**src/debug_geom_pkg.sv**
```systemverilog
package debug_geom_pkg;

    localparam int WORD_W         = 32;               // pc, data memory and register words
    localparam int BYTE_W         = 8;                // uart byte
    localparam int BYTES_PER_WORD = WORD_W / BYTE_W;  // bytes sent per word

    localparam int IM_ADDR_W = 8;   // instruction memory is byte addressed
    localparam int DM_ADDR_W = 5;   // data memory word address
    localparam int RB_ADDR_W = 5;   // register number

    typedef logic [WORD_W-1:0]    word_t;
    typedef logic [BYTE_W-1:0]    byte_t;
    typedef logic [IM_ADDR_W-1:0] im_addr_t;
    typedef logic [DM_ADDR_W-1:0] dm_addr_t;
    typedef logic [RB_ADDR_W-1:0] rb_addr_t;

endpackage

```
**src/debug_cmd_pkg.sv**
```systemverilog
package debug_cmd_pkg;

    // host command bytes
    localparam debug_geom_pkg::byte_t CMD_WRITE_IM     = 8'h77;  // 'w'
    localparam debug_geom_pkg::byte_t CMD_SEND_INFO    = 8'h69;  // 'i'
    localparam debug_geom_pkg::byte_t CMD_STEP_BY_STEP = 8'h73;  // 's'
    localparam debug_geom_pkg::byte_t CMD_CONTINUE     = 8'h63;  // 'c'
    localparam debug_geom_pkg::byte_t CMD_STEP         = 8'h6e;  // 'n'

    typedef enum logic [2:0] {
        IDLE,
        LOAD_IM,
        READY,
        RUN,
        STEP_MODE,
        DUMP
    } ctrl_state_t;

endpackage

```
**src/debug_cmd_ctrl.sv**
```systemverilog
`timescale 1ns/10ps

module debug_cmd_ctrl #(
    parameter int IM_LOAD_BYTES = 255
) (
    input  logic                     i_clock,
    input  logic                     i_reset,
    input  logic                     i_rx_done,
    input  debug_geom_pkg::byte_t    i_rx_data,
    input  logic                     i_halt,
    input  logic                     i_dump_done,
    output logic                     o_im_wr_en,
    output debug_geom_pkg::im_addr_t o_im_addr,
    output debug_geom_pkg::byte_t    o_im_data,
    output logic                     o_pipeline_enable,
    output logic                     o_dump_start
);

    localparam debug_geom_pkg::im_addr_t LAST_ADDR =
        debug_geom_pkg::im_addr_t'(IM_LOAD_BYTES - 1);

    debug_cmd_pkg::ctrl_state_t state;
    debug_cmd_pkg::ctrl_state_t ret_state;   // where a finished dump goes back to
    debug_geom_pkg::im_addr_t   load_cnt;

    always_ff @(posedge i_clock) begin
        if (i_reset) begin
            state             <= debug_cmd_pkg::IDLE;
            ret_state         <= debug_cmd_pkg::IDLE;
            load_cnt          <= '0;
            o_im_wr_en        <= 1'b0;
            o_pipeline_enable <= 1'b0;
            o_dump_start      <= 1'b0;
        end else begin
            o_im_wr_en   <= 1'b0;
            o_dump_start <= 1'b0;
            case (state)
                debug_cmd_pkg::IDLE: begin
                    if (i_rx_done && i_rx_data == debug_cmd_pkg::CMD_WRITE_IM) begin
                        load_cnt <= '0;
                        state    <= debug_cmd_pkg::LOAD_IM;
                    end else if (i_rx_done && i_rx_data == debug_cmd_pkg::CMD_SEND_INFO) begin
                        ret_state    <= debug_cmd_pkg::IDLE;
                        o_dump_start <= 1'b1;
                        state        <= debug_cmd_pkg::DUMP;
                    end
                end
                debug_cmd_pkg::LOAD_IM: begin
                    if (i_rx_done) begin
                        o_im_wr_en <= 1'b1;
                        load_cnt   <= load_cnt + 1'b1;
                        if (load_cnt == LAST_ADDR) begin
                            state <= debug_cmd_pkg::READY;
                        end
                    end
                end
                debug_cmd_pkg::READY: begin
                    if (i_rx_done && i_rx_data == debug_cmd_pkg::CMD_CONTINUE) begin
                        o_pipeline_enable <= 1'b1;
                        state             <= debug_cmd_pkg::RUN;
                    end else if (i_rx_done && i_rx_data == debug_cmd_pkg::CMD_STEP_BY_STEP) begin
                        state <= debug_cmd_pkg::STEP_MODE;
                    end
                end
                debug_cmd_pkg::RUN: begin
                    if (i_halt) begin
                        o_pipeline_enable <= 1'b0;
                        ret_state         <= debug_cmd_pkg::IDLE;
                        o_dump_start      <= 1'b1;
                        state             <= debug_cmd_pkg::DUMP;
                    end
                end
                debug_cmd_pkg::STEP_MODE: begin
                    if (i_rx_done && i_rx_data == debug_cmd_pkg::CMD_STEP) begin
                        o_pipeline_enable <= 1'b1;        // one clock of execution
                        ret_state         <= debug_cmd_pkg::STEP_MODE;
                        state             <= debug_cmd_pkg::DUMP;
                    end else if (i_rx_done && i_rx_data == debug_cmd_pkg::CMD_CONTINUE) begin
                        o_pipeline_enable <= 1'b1;
                        state             <= debug_cmd_pkg::RUN;
                    end
                end
                debug_cmd_pkg::DUMP: begin
                    if (o_pipeline_enable) begin
                        // the step clock is over so the pc holds the new value
                        o_pipeline_enable <= 1'b0;
                        o_dump_start      <= 1'b1;
                    end else if (i_dump_done) begin
                        state <= ret_state;
                    end
                end
                default: state <= debug_cmd_pkg::IDLE;
            endcase
        end
    end

    // write address and data are registered with the write enable
    always_ff @(posedge i_clock) begin
        if (state == debug_cmd_pkg::LOAD_IM && i_rx_done) begin
            o_im_addr <= load_cnt;
            o_im_data <= i_rx_data;
        end
    end

endmodule

```
**src/dump_sequencer.sv**
```systemverilog
`timescale 1ns/10ps

module dump_sequencer #(
    parameter int DM_DEPTH = 32,
    parameter int RB_DEPTH = 32
) (
    input  logic                     i_clock,
    input  logic                     i_reset,
    input  logic                     i_start,
    input  debug_geom_pkg::word_t    i_pc_value,
    input  debug_geom_pkg::word_t    i_dm_data,
    input  debug_geom_pkg::word_t    i_rb_data,
    input  logic                     i_full,
    input  logic                     i_tx_busy,
    input  logic                     i_fifo_empty,
    output logic                     o_push,
    output debug_geom_pkg::word_t    o_push_word,
    output logic                     o_dm_rd_en,
    output debug_geom_pkg::dm_addr_t o_dm_addr,
    output logic                     o_rb_rd_en,
    output debug_geom_pkg::rb_addr_t o_rb_addr,
    output logic                     o_done
);

    localparam debug_geom_pkg::dm_addr_t DM_LAST = debug_geom_pkg::dm_addr_t'(DM_DEPTH - 1);
    localparam debug_geom_pkg::rb_addr_t RB_LAST = debug_geom_pkg::rb_addr_t'(RB_DEPTH - 1);

    typedef enum logic [2:0] {SQ_IDLE, SQ_READ, SQ_LATCH, SQ_PUSH, SQ_DRAIN} seq_state_t;
    typedef enum logic [1:0] {PH_PC, PH_DM, PH_RB} phase_t;

    seq_state_t               state;
    phase_t                   phase;
    debug_geom_pkg::dm_addr_t idx;    // word index within the current phase
    debug_geom_pkg::word_t    word;

    assign o_dm_rd_en  = (state == SQ_READ) && (phase == PH_DM);
    assign o_rb_rd_en  = (state == SQ_READ) && (phase == PH_RB);
    assign o_dm_addr   = idx;
    assign o_rb_addr   = debug_geom_pkg::rb_addr_t'(idx);
    assign o_push      = (state == SQ_PUSH) && !i_full;
    assign o_push_word = word;
    assign o_done      = (state == SQ_DRAIN) && i_fifo_empty && !i_tx_busy;

    always_ff @(posedge i_clock) begin
        if (i_reset) begin
            state <= SQ_IDLE;
            phase <= PH_PC;
            idx   <= '0;
        end else begin
            case (state)
                SQ_IDLE: begin
                    if (i_start) begin
                        phase <= PH_PC;
                        state <= SQ_PUSH;
                    end
                end
                SQ_READ:  state <= SQ_LATCH;   // memory answers next cycle
                SQ_LATCH: state <= SQ_PUSH;
                SQ_PUSH: begin
                    if (!i_full) begin
                        state <= SQ_READ;
                        case (phase)
                            PH_PC: begin
                                phase <= PH_DM;
                                idx   <= '0;
                            end
                            PH_DM: begin
                                idx <= idx + 1'b1;
                                if (idx == DM_LAST) begin
                                    phase <= PH_RB;
                                    idx   <= '0;
                                end
                            end
                            default: begin
                                idx <= idx + 1'b1;
                                if (debug_geom_pkg::rb_addr_t'(idx) == RB_LAST) begin
                                    state <= SQ_DRAIN;
                                end
                            end
                        endcase
                    end
                end
                SQ_DRAIN: begin
                    if (o_done) begin
                        state <= SQ_IDLE;
                    end
                end
                default: state <= SQ_IDLE;
            endcase
        end
    end

    always_ff @(posedge i_clock) begin
        if (state == SQ_IDLE && i_start) begin
            word <= i_pc_value;
        end else if (state == SQ_LATCH) begin
            word <= (phase == PH_DM) ? i_dm_data : i_rb_data;
        end
    end

endmodule

```
**src/word_fifo.sv**
```systemverilog
`timescale 1ns/10ps

module word_fifo #(
    parameter int FIFO_DEPTH = 4
) (
    input  logic                  i_clock,
    input  logic                  i_reset,
    input  logic                  i_push,
    input  debug_geom_pkg::word_t i_push_word,
    input  logic                  i_pop,
    output debug_geom_pkg::word_t o_pop_word,
    output logic                  o_full,
    output logic                  o_empty
);

    localparam int PTR_W = (FIFO_DEPTH > 1) ? $clog2(FIFO_DEPTH) : 1;
    localparam int CNT_W = $clog2(FIFO_DEPTH + 1);

    debug_geom_pkg::word_t mem [FIFO_DEPTH];
    logic [PTR_W-1:0]      wr_ptr;
    logic [PTR_W-1:0]      rd_ptr;
    logic [CNT_W-1:0]      count;
    logic                  wr;
    logic                  rd;

    function automatic logic [PTR_W-1:0] next_ptr(input logic [PTR_W-1:0] ptr);
        return (ptr == PTR_W'(FIFO_DEPTH - 1)) ? '0 : ptr + 1'b1;
    endfunction

    assign wr         = i_push && !o_full;
    assign rd         = i_pop && !o_empty;
    assign o_full     = (count == CNT_W'(FIFO_DEPTH));
    assign o_empty    = (count == '0);
    assign o_pop_word = mem[rd_ptr];   // head word visible before pop

    always_ff @(posedge i_clock) begin
        if (i_reset) begin
            wr_ptr <= '0;
            rd_ptr <= '0;
            count  <= '0;
        end else begin
            if (wr) begin
                wr_ptr <= next_ptr(wr_ptr);
            end
            if (rd) begin
                rd_ptr <= next_ptr(rd_ptr);
            end
            if (wr && !rd) begin
                count <= count + 1'b1;
            end else if (rd && !wr) begin
                count <= count - 1'b1;
            end
        end
    end

    always_ff @(posedge i_clock) begin
        if (wr) begin
            mem[wr_ptr] <= i_push_word;
        end
    end

endmodule

```
**src/tx_byte_serializer.sv**
```systemverilog
`timescale 1ns/10ps

module tx_byte_serializer (
    input  logic                  i_clock,
    input  logic                  i_reset,
    input  logic                  i_empty,
    input  debug_geom_pkg::word_t i_pop_word,
    input  logic                  i_tx_done,
    output logic                  o_pop,
    output logic                  o_tx_start,
    output debug_geom_pkg::byte_t o_tx_data,
    output logic                  o_busy
);

    localparam int IDX_W = $clog2(debug_geom_pkg::BYTES_PER_WORD);
    localparam logic [IDX_W-1:0] LAST_IDX = IDX_W'(debug_geom_pkg::BYTES_PER_WORD - 1);

    debug_geom_pkg::word_t word;
    logic [IDX_W-1:0]      byte_idx;   // 0 is the most significant byte
    logic                  have_word;
    logic                  send;

    assign o_pop  = !have_word && !i_empty;
    assign o_busy = have_word;
    assign send   = have_word && !o_tx_start;   // start is low at least one cycle

    always_ff @(posedge i_clock) begin
        if (i_reset) begin
            have_word  <= 1'b0;
            byte_idx   <= '0;
            o_tx_start <= 1'b0;
        end else if (o_pop) begin
            have_word <= 1'b1;
            byte_idx  <= '0;
        end else if (send) begin
            o_tx_start <= 1'b1;
        end else if (o_tx_start && i_tx_done) begin
            o_tx_start <= 1'b0;
            byte_idx   <= byte_idx + 1'b1;
            if (byte_idx == LAST_IDX) begin
                have_word <= 1'b0;
            end
        end
    end

    always_ff @(posedge i_clock) begin
        if (o_pop) begin
            word <= i_pop_word;
        end
        if (send) begin
            o_tx_data <= word[debug_geom_pkg::WORD_W - 1 - byte_idx * debug_geom_pkg::BYTE_W
                              -: debug_geom_pkg::BYTE_W];
        end
    end

endmodule

```
**src/debug_unit.sv**
```systemverilog
`timescale 1ns/10ps

module debug_unit #(
    parameter int DM_DEPTH      = 32,
    parameter int RB_DEPTH      = 32,
    parameter int IM_LOAD_BYTES = 255,
    parameter int FIFO_DEPTH    = 4
) (
    input  logic                     i_clock,
    input  logic                     i_reset,
    input  logic                     i_rx_done,
    input  debug_geom_pkg::byte_t    i_rx_data,
    input  logic                     i_tx_done,
    input  logic                     i_halt,
    input  debug_geom_pkg::word_t    i_pc_value,
    input  debug_geom_pkg::word_t    i_dm_data,
    input  debug_geom_pkg::word_t    i_rb_data,
    output logic                     o_tx_start,
    output debug_geom_pkg::byte_t    o_tx_data,
    output logic                     o_im_wr_en,
    output debug_geom_pkg::im_addr_t o_im_addr,
    output debug_geom_pkg::byte_t    o_im_data,
    output logic                     o_dm_rd_en,
    output debug_geom_pkg::dm_addr_t o_dm_addr,
    output logic                     o_rb_rd_en,
    output debug_geom_pkg::rb_addr_t o_rb_addr,
    output logic                     o_pipeline_enable
);

    logic                  dump_start;
    logic                  dump_done;
    logic                  fifo_push;
    debug_geom_pkg::word_t push_word;
    logic                  fifo_full;
    logic                  fifo_empty;
    logic                  fifo_pop;
    debug_geom_pkg::word_t pop_word;
    logic                  tx_busy;

    debug_cmd_ctrl #(
        .IM_LOAD_BYTES (IM_LOAD_BYTES)
    ) u_cmd_ctrl (
        .i_clock           (i_clock),
        .i_reset           (i_reset),
        .i_rx_done         (i_rx_done),
        .i_rx_data         (i_rx_data),
        .i_halt            (i_halt),
        .i_dump_done       (dump_done),
        .o_im_wr_en        (o_im_wr_en),
        .o_im_addr         (o_im_addr),
        .o_im_data         (o_im_data),
        .o_pipeline_enable (o_pipeline_enable),
        .o_dump_start      (dump_start)
    );

    dump_sequencer #(
        .DM_DEPTH (DM_DEPTH),
        .RB_DEPTH (RB_DEPTH)
    ) u_dump_seq (
        .i_clock      (i_clock),
        .i_reset      (i_reset),
        .i_start      (dump_start),
        .i_pc_value   (i_pc_value),
        .i_dm_data    (i_dm_data),
        .i_rb_data    (i_rb_data),
        .i_full       (fifo_full),
        .i_tx_busy    (tx_busy),
        .i_fifo_empty (fifo_empty),
        .o_push       (fifo_push),
        .o_push_word  (push_word),
        .o_dm_rd_en   (o_dm_rd_en),
        .o_dm_addr    (o_dm_addr),
        .o_rb_rd_en   (o_rb_rd_en),
        .o_rb_addr    (o_rb_addr),
        .o_done       (dump_done)
    );

    word_fifo #(
        .FIFO_DEPTH (FIFO_DEPTH)
    ) u_word_fifo (
        .i_clock     (i_clock),
        .i_reset     (i_reset),
        .i_push      (fifo_push),
        .i_push_word (push_word),
        .i_pop       (fifo_pop),
        .o_pop_word  (pop_word),
        .o_full      (fifo_full),
        .o_empty     (fifo_empty)
    );

    tx_byte_serializer u_tx_ser (
        .i_clock    (i_clock),
        .i_reset    (i_reset),
        .i_empty    (fifo_empty),
        .i_pop_word (pop_word),
        .i_tx_done  (i_tx_done),
        .o_pop      (fifo_pop),
        .o_tx_start (o_tx_start),
        .o_tx_data  (o_tx_data),
        .o_busy     (tx_busy)
    );

endmodule

```
**config.mk**
```make
export PLATFORM = sky130hd
export DESIGN_NAME = debug_unit
export DESIGN_NICKNAME = d
export VERILOG_FILES = /design/src/debug_geom_pkg.sv /design/src/debug_cmd_pkg.sv /design/src/debug_cmd_ctrl.sv /design/src/dump_sequencer.sv /design/src/word_fifo.sv /design/src/tx_byte_serializer.sv /design/src/debug_unit.sv
export SDC_FILE = /design/constraint.sdc
export NUM_CORES = 1
export LEC_CHECK = 0
export ABC_AREA = 1
export ABC_CLOCK_PERIOD_IN_PS = 3000
export BUFFER_PORTS_ARGS = -buffer_cell sky130_fd_sc_hd__buf_2
export CORE_MARGIN = 1.5
export CORE_UTILIZATION = 50
export CTS_BUF_LIST = sky130_fd_sc_hd__clkbuf_8
export CTS_CLUSTER_DIAMETER = 150
export CTS_CLUSTER_SIZE = 16
export DETAILED_ROUTE_END_ITERATION = 8
export GPL_TIMING_DRIVEN = 0
export HOLD_SLACK_MARGIN = 0.1
export PLACE_DENSITY = 0.74
export RECOVER_POWER = 100
export SYNTH_ARGS = -nofsm -noshare
export SYNTH_HDL_FRONTEND = slang
export SYNTH_SLANG_ARGS = --single-unit
```
**constraint.sdc**
```tcl
create_clock -name i_clock -period 3 [get_ports i_clock]
set_input_delay 0.45 -clock i_clock [delete_from_list [all_inputs] [get_ports i_clock]]
set_output_delay 0.45 -clock i_clock [all_outputs]
set_load 0.01 [all_outputs]
```
## After elaboration in Yosys (flattened, before gate mapping)

Memories as Yosys holds them, arrays and structs flattened. A register that Yosys moved wholly into a read port is not among the register bits.
Index checks and enable logic that the tools add are counted.

- Bits in registers: 94
- Memory bits (writable): 128
- Input bits: 109
- Output and inout bits: 39
- Logic and storage cells: 182
- Memories: 1

Memory list:

| name | words | width | read ports | clocked after memory_dff | wr ports | RTL line | source |
|---|---|---|---|---|---|---|---|
| u_word_fifo.mem | 4 | 32 | 1 | 1 | 1 | word_fifo.sv:19 | `debug_geom_pkg::word_t mem [FIFO_DEPTH];` |

- Add/sub/neg operators: 8
- Equality and inequality tests: 40
- Shifts and indexed selects: 1
- Multiplexer cells: 58
- Bitwise operators: 4
- Reductions and logical operators: 51

Operators by type and width:

| cell | number |
|---|---|
| 32-bit 2-to-1 mux | 3 |
| 3-bit 2-to-1 mux | 22 |
| 8-bit by 7-bit equality test with 1-bit output, second input constant | 5 |
| 39-bit by 33-bit indexed part select with 8-bit output | 1 |
| 1-bit logical AND | 19 |
| 2-bit != test, second input constant | 9 |
| 3-bit one-hot mux with 6 select lines | 1 |
| 1-bit 2-to-1 mux | 16 |
| 8-bit 2-to-1 mux | 2 |
| 8-bit one-hot mux with 2 select lines | 1 |
| 3-bit one-hot mux with 5 select lines | 1 |
| 2-bit nonzero test | 7 |
| 3-bit by 2-bit equality test with 1-bit output, second input constant | 4 |
| 3-bit equality test, second input constant | 4 |
| 2-bit 2-to-1 mux | 5 |
| 5-bit one-hot mux with 2 select lines | 1 |
| 5-bit AND reduction | 2 |
| 3-bit zero test | 3 |
| 3-bit by 1-bit != test with 1-bit output, second input constant | 3 |
| 3-bit one-hot mux with 3 select lines | 1 |
| 3-bit AND reduction | 3 |
| 8-bit by 1-bit adder with 8-bit output, second input constant | 1 |
| 2-bit equality test, second input constant | 4 |
| 8-bit equality test, second input constant | 1 |
| other kinds (23) | 43 |

## Longest topological paths before layout

- Word-level depth: 8
- Gate-level depth with buffers: 13

## Cells and area by module

From an unflattened synthesis, not the netlist that was laid out.

- Cells, all modules: 992
- Area total of the unflattened synthesis: 10826.6 um^2

Modules (own cells, without submodules):

| module | instances | cells an instance | area each (um^2) | sequential area each (um^2) |
|---|---|---|---|---|
| word_fifo | 1 | 380 | 5281.3 | 4023.9 |
| dump_sequencer | 1 | 272 | 2250.9 | 1161.1 |
| tx_byte_serializer | 1 | 144 | 1722.9 | 1281.2 |
| debug_cmd_ctrl | 1 | 196 | 1571.5 | 780.7 |

## Worst setup path after synthesis

No wires, ideal clock.

- Kind: register -> register
- From: register u_word_fifo.count[0]
- To: register u_word_fifo.count[1]
- Setup time: 0.120 ns
- Arrival time: 3.217 ns
- Data required time: 2.880 ns
- Path slack: -0.337 ns
- Stages on the path, launching flop included: 9
- Path buffers: 0
- Path through: dfxtp_1 -> nor3_1 -> nor2_1 -> inv_1 -> ha_1 -> inv_1 -> fa_1 -> o21ai_0 -> a21oi_1

- Cells in the longest elaborated chain, start to end: 7

Ends and longest elaborated chain:

| what | RTL line | source |
|---|---|---|
| start: declaration | word_fifo.sv:22 | `logic [CNT_W-1:0] count;` |
| start signal: assignment | word_fifo.sv:49 | `count <= count + 1'b1;` |
| start signal: assignment | word_fifo.sv:51 | `count <= count - 1'b1;` |
| 3-bit zero test (*) | word_fifo.sv:33 | `assign o_empty = (count == '0);` |
| 1-bit zero test (*) | tx_byte_serializer.sv:23 | `assign o_pop = !have_word && !i_empty;` |
| 1-bit logical AND (*) | tx_byte_serializer.sv:23 |  |
| named net fifo_pop | debug_unit.sv:36 | `logic fifo_pop;` |
| 1-bit logical AND (*) | word_fifo.sv:31 | `assign rd = i_pop && !o_empty;` |
| 1-bit zero test | word_fifo.sv:48 | `if (wr && !rd) begin` |
| 1-bit logical AND | word_fifo.sv:48 |  |
| 3-bit 2-to-1 mux or 2-bit nonzero test (tied branches) | n/a |  |

The timed path passes the listed nets; every way through them passes the cells marked *. The select of a mux whose other input is x is not followed.
A chain may end at the register's enable or synchronous reset.

## Worst setup path in the final report

- From: register u_dump_seq.phase[1]
- To: output o_dm_rd_en

- Cells in the longest elaborated chain, start to end: 2

Ends and longest elaborated chain:

| what | RTL line | source |
|---|---|---|
| start: declaration | dump_sequencer.sv:32 | `phase_t phase;` |
| start signal: assignment | dump_sequencer.sv:47 | `phase <= PH_PC;` |
| start signal: assignment | dump_sequencer.sv:53 | `phase <= PH_PC;` |
| start signal: assignment | dump_sequencer.sv:64 | `phase <= PH_DM;` |
| 2-bit by 1-bit equality test with 1-bit output | dump_sequencer.sv:36 | `assign o_dm_rd_en = (state == SQ_READ) && (phase == PH_DM);` |
| 1-bit logical AND | dump_sequencer.sv:36 |  |
| end: declaration | debug_unit.sv:23 | `output logic o_dm_rd_en,` |

No other way between the ends.

==> impl_metrics.toml <==
[run_status]
status = "complete, but fails checks"
violations = "capacitance limit, slew limit"

[worst_setup_path]
start_kind = "register"
arrival_ns = 2.35
end_kind = "output port"
critPathMaxStageDelay_ns = 0.38
crit_fanout = 10
critical_path_required_ns = 2.55
worstSetupPathType = "reg2out"
crit_chain = "clkbuf_1, nor2_2, clkinv_1, buf_2, nor2_1, clkbuf_1"
critical-path-top-cell-by-count = "clkbuf_1"
crit_slowest_cell = "nor2_2"

[yosys]
syn_nets = 1028
synth_top_family_by_area = "simple AND/OR/NAND/NOR gates"
synth_edf_count = 216
syn_avg_cell_area_um2 = 11.44
synth-main-ff-cell = "edfxtp_1"
synth.largest_area_cell = "edfxtp_1"
ys_ff_latch = 252
muxShareOfSynthArea_pct = 0
synth_xor_area_share_pct = 0.6762
netlist_area_um2 = 10360
async_flop_share_pct = 0
synth_fa_ha_area_share_pct = 1.642
synth-compound-area-share_pct = 10.88
synth_warnings = 0
synth_cell_types = 37
synth_seq_area_share_pct = 69.56
syn_inst = 906
yosys.area.top_type_share_pct = 62.60
synthSimpleGateAreaFrac_pct = 13.31
yosys-top-cells-area = "edfxtp_1 (63%), dfxtp_1 (7.0%), nor2_1 (5.9%)"

[power]
p_total_mw = 9.892
power_density_nw_per_um2 = 838.6
internal_power_mw = 6.429
power_frac_clock_pct = 17.2
power.leakage_nw = 4.316
switching_share_pct = 35.01
p_seq_share_pct = 53.8
ir_drop_mv = 0.4881
comb_power_share_pct = 29.1
p_switching_mw = 3.463

[detailed_routing]
drtIter0Drc = 779
vias = 7396
dr_wl_met2_mm = 11.44
highest_layer = "met5"
drtPass1Iterations = 5
met1_length_mm = 10.08
routed_wl_mm = 23.87
via_per_inst = 5.462
wl_met3_mm = 1.706
ant_nets = 0
wl_per_cell_um = 17.63
drc = 0

[clock_network]
clock_sinks = 252
cts_resized = 0
cts_tree = "yes"
cts_max_level = 1
cts_made_buffers = 19
clk_latency_ns = 0.54
cts_buffer_depth = 3
clk_pin_slew_ns = 0.10
root_buffer = "clkbuf_8"

[layout]
drive_gt1_share_pct = 14.94
post-route-util_pct = 58.11
multi_input_area_um2 = 2745
insertedDiodeCount = 0
nets = 1201
regArea_um2 = 7207
finalInstanceArea_um2 = 11800
syn_to_final_growth_pct = 13.84
stdcell_count = 1354
fill_cells = 1702

[floorplanning]
std_cell_rows = 52
die_w_um = 147.0
start_util_pct = 51.04
dieArea_um2 = 21590
pin_count = 148
fp.dieH_um = 147.0
core_um2 = 20300

[timing]
setup_violations = 0
setup_ws_ns = 0.1975
whs_ns = 0.1284
finalCriticalPeriod_ns = 2.802
timing.fmax_mhz = 356.8
worst_pin_slew_ns = 1.498
post-route-period-util_pct = 93.42
rsz0062_at_grt = "false"
maxSlewViolCount = 1
clock_skew_ns = 0.02906
finalHoldViolations = 0
tns_ns = 0
slew_headroom_pct = -0.2176

[grt]
grt_first_pass_wirelength_mm = 36.38
grt_pass1_vias = 7076
grt_max_degree = 36
grt_usage_pct = 21.59
grt_overflow_total = 0
antenna_found_initial = 1

[worst_hold_path]
worstHoldPathType = "in2reg"

[placed_design]
dp_hpwl_mm = 16.62
gp_congestion = 0.9602
pre_cts_ws_ns = 0.2059
dpl_cell_area_um2 = 11570
port_buffers = 147
dp_cells = 1327

[run]
maxCapViolations = 1
[per-layer routing]
metal | global-route usage [%] | vias to the layer above
li1 | - | 3546
met1 | 29.26 | 3476
met2 | 35.73 | 318
met3 | 3.727 | 54
met4 | 7.000 | 2
met5 | 0 | -
[cell families after synthesis]
| kind of cell | Yosys count |
|---|---|
| and+or+nand+nor | 335 |
| DFF | 252 |
| buffers and inverters | 97 |
| adders and majority gates | 13 |
| AOI/OAI and AO/OA | 201 |
| xor gates and xnor gates | 8 |
[sequential cells by signal, summed over array words and instances, names as in the netlist, 3 cells and up]
signal                  flops
u_cmd_ctrl.o_im_addr        8
u_cmd_ctrl.o_im_data        8
u_tx_ser.o_tx_data          8
u_word_fifo.count           3
u_dump_seq.o_dm_addr        5
u_dump_seq.o_push_word     32
u_word_fifo.mem           128
u_cmd_ctrl.state            3
u_tx_ser.word              32
u_dump_seq.state            3
u_cmd_ctrl.load_cnt         8
[Yosys cell counts (2+ instances only)]
library cell / count
nor2_1: 164
o21ai_0: 94
xor2_1: 7
buf_2: 14
edfxtp_1: 216
nand4_1: 5
a211oi_1: 5
o31ai_1: 2
nand3_2: 2
inv_2: 5
ha_1: 12
a21oi_1: 20
nand3_1: 20
a31oi_1: 36
dfxtp_1: 36
nand2_2: 5
nand2_1: 121
inv_1: 45
nor3_1: 9
o22ai_1: 41
buf_4: 5
clkbuf_1: 25
nor2_2: 3
[what timing repair did]
action                     4_1_cts  5_1_grt
setup endpoints to repair        0        1
buffers inserted                 0        0
hold buffers                     0        0
[final cells by class]
class	instances	area share, %
multi-input cells	558	23.27
plain buffers	46	1.761
inverters	51	1.623
clock buffers	19	2.217
repair buffers	151	6.683
well taps	270	2.864
clock inverters	7	0.4774
flip-flops and latches	252	61.10
[worst paths after layout]
path	slack, ns	startpoint	to	cells past startpoint
worst max-delay path	0.20	u_dump_seq.phase[1]$_SDFFE_PP0P_	o_dm_rd_en	6
worst min-delay path	0.13	i_rx_data[6]	u_cmd_ctrl.o_im_data[6]$_DFFE_PP_	1
worst max register to register	0.24	u_word_fifo.count[0]$_SDFFE_PP0P_	u_word_fifo.count[2]$_SDFFE_PP0P_	11
worst min register to register	0.47	u_cmd_ctrl.ret_state[2]$_SDFFE_PP0P_	u_cmd_ctrl.ret_state[2]$_SDFFE_PP0P_	2
[power by group through the flow]
stage | clock [mW] | combinational, mW | sequential [mW]
final | 1.70 | 2.88 | 5.32
after detailed placement | 0 | 2.91 | 5.38
after floorplan | 0 | 1.87 | 5.26
after global placement | 0 | 2.77 | 5.38
after global routing | 1.84 | 3.20 | 5.39
after CTS | 1.72 | 2.92 | 5.31
[cells in the final DEF (no fill, tap or decap), types with 2 or more instances in the layout]
cell type,count
a211oi_1,5
a21oi_1,20
a31oi_1,36
buf_16,3
buf_2,114
clkbuf_1,73
clkbuf_4,5
clkbuf_8,19
dfxtp_1,36
edfxtp_1,216
ha_1,12
inv_1,52
inv_2,3
nand2_1,124
nand2_2,3
nand3_1,21
nand4_1,5
nor2_1,162
nor2_2,5
nor2_4,2
nor3_1,9
o21ai_0,94
o22ai_1,41
o31ai_1,2
xor2_1,7
[critical path, delay by kind of cell, from the launching register on]
| family | cells | cell delay, ns |
|---|---|---|
| and+or+nand+nor | 2 | 0.55 |
| buffers and inverters | 4 | 0.98 |
| DFF | 1 | 0.31 |
No activity file was read; power rests on OpenSTA's default activity.
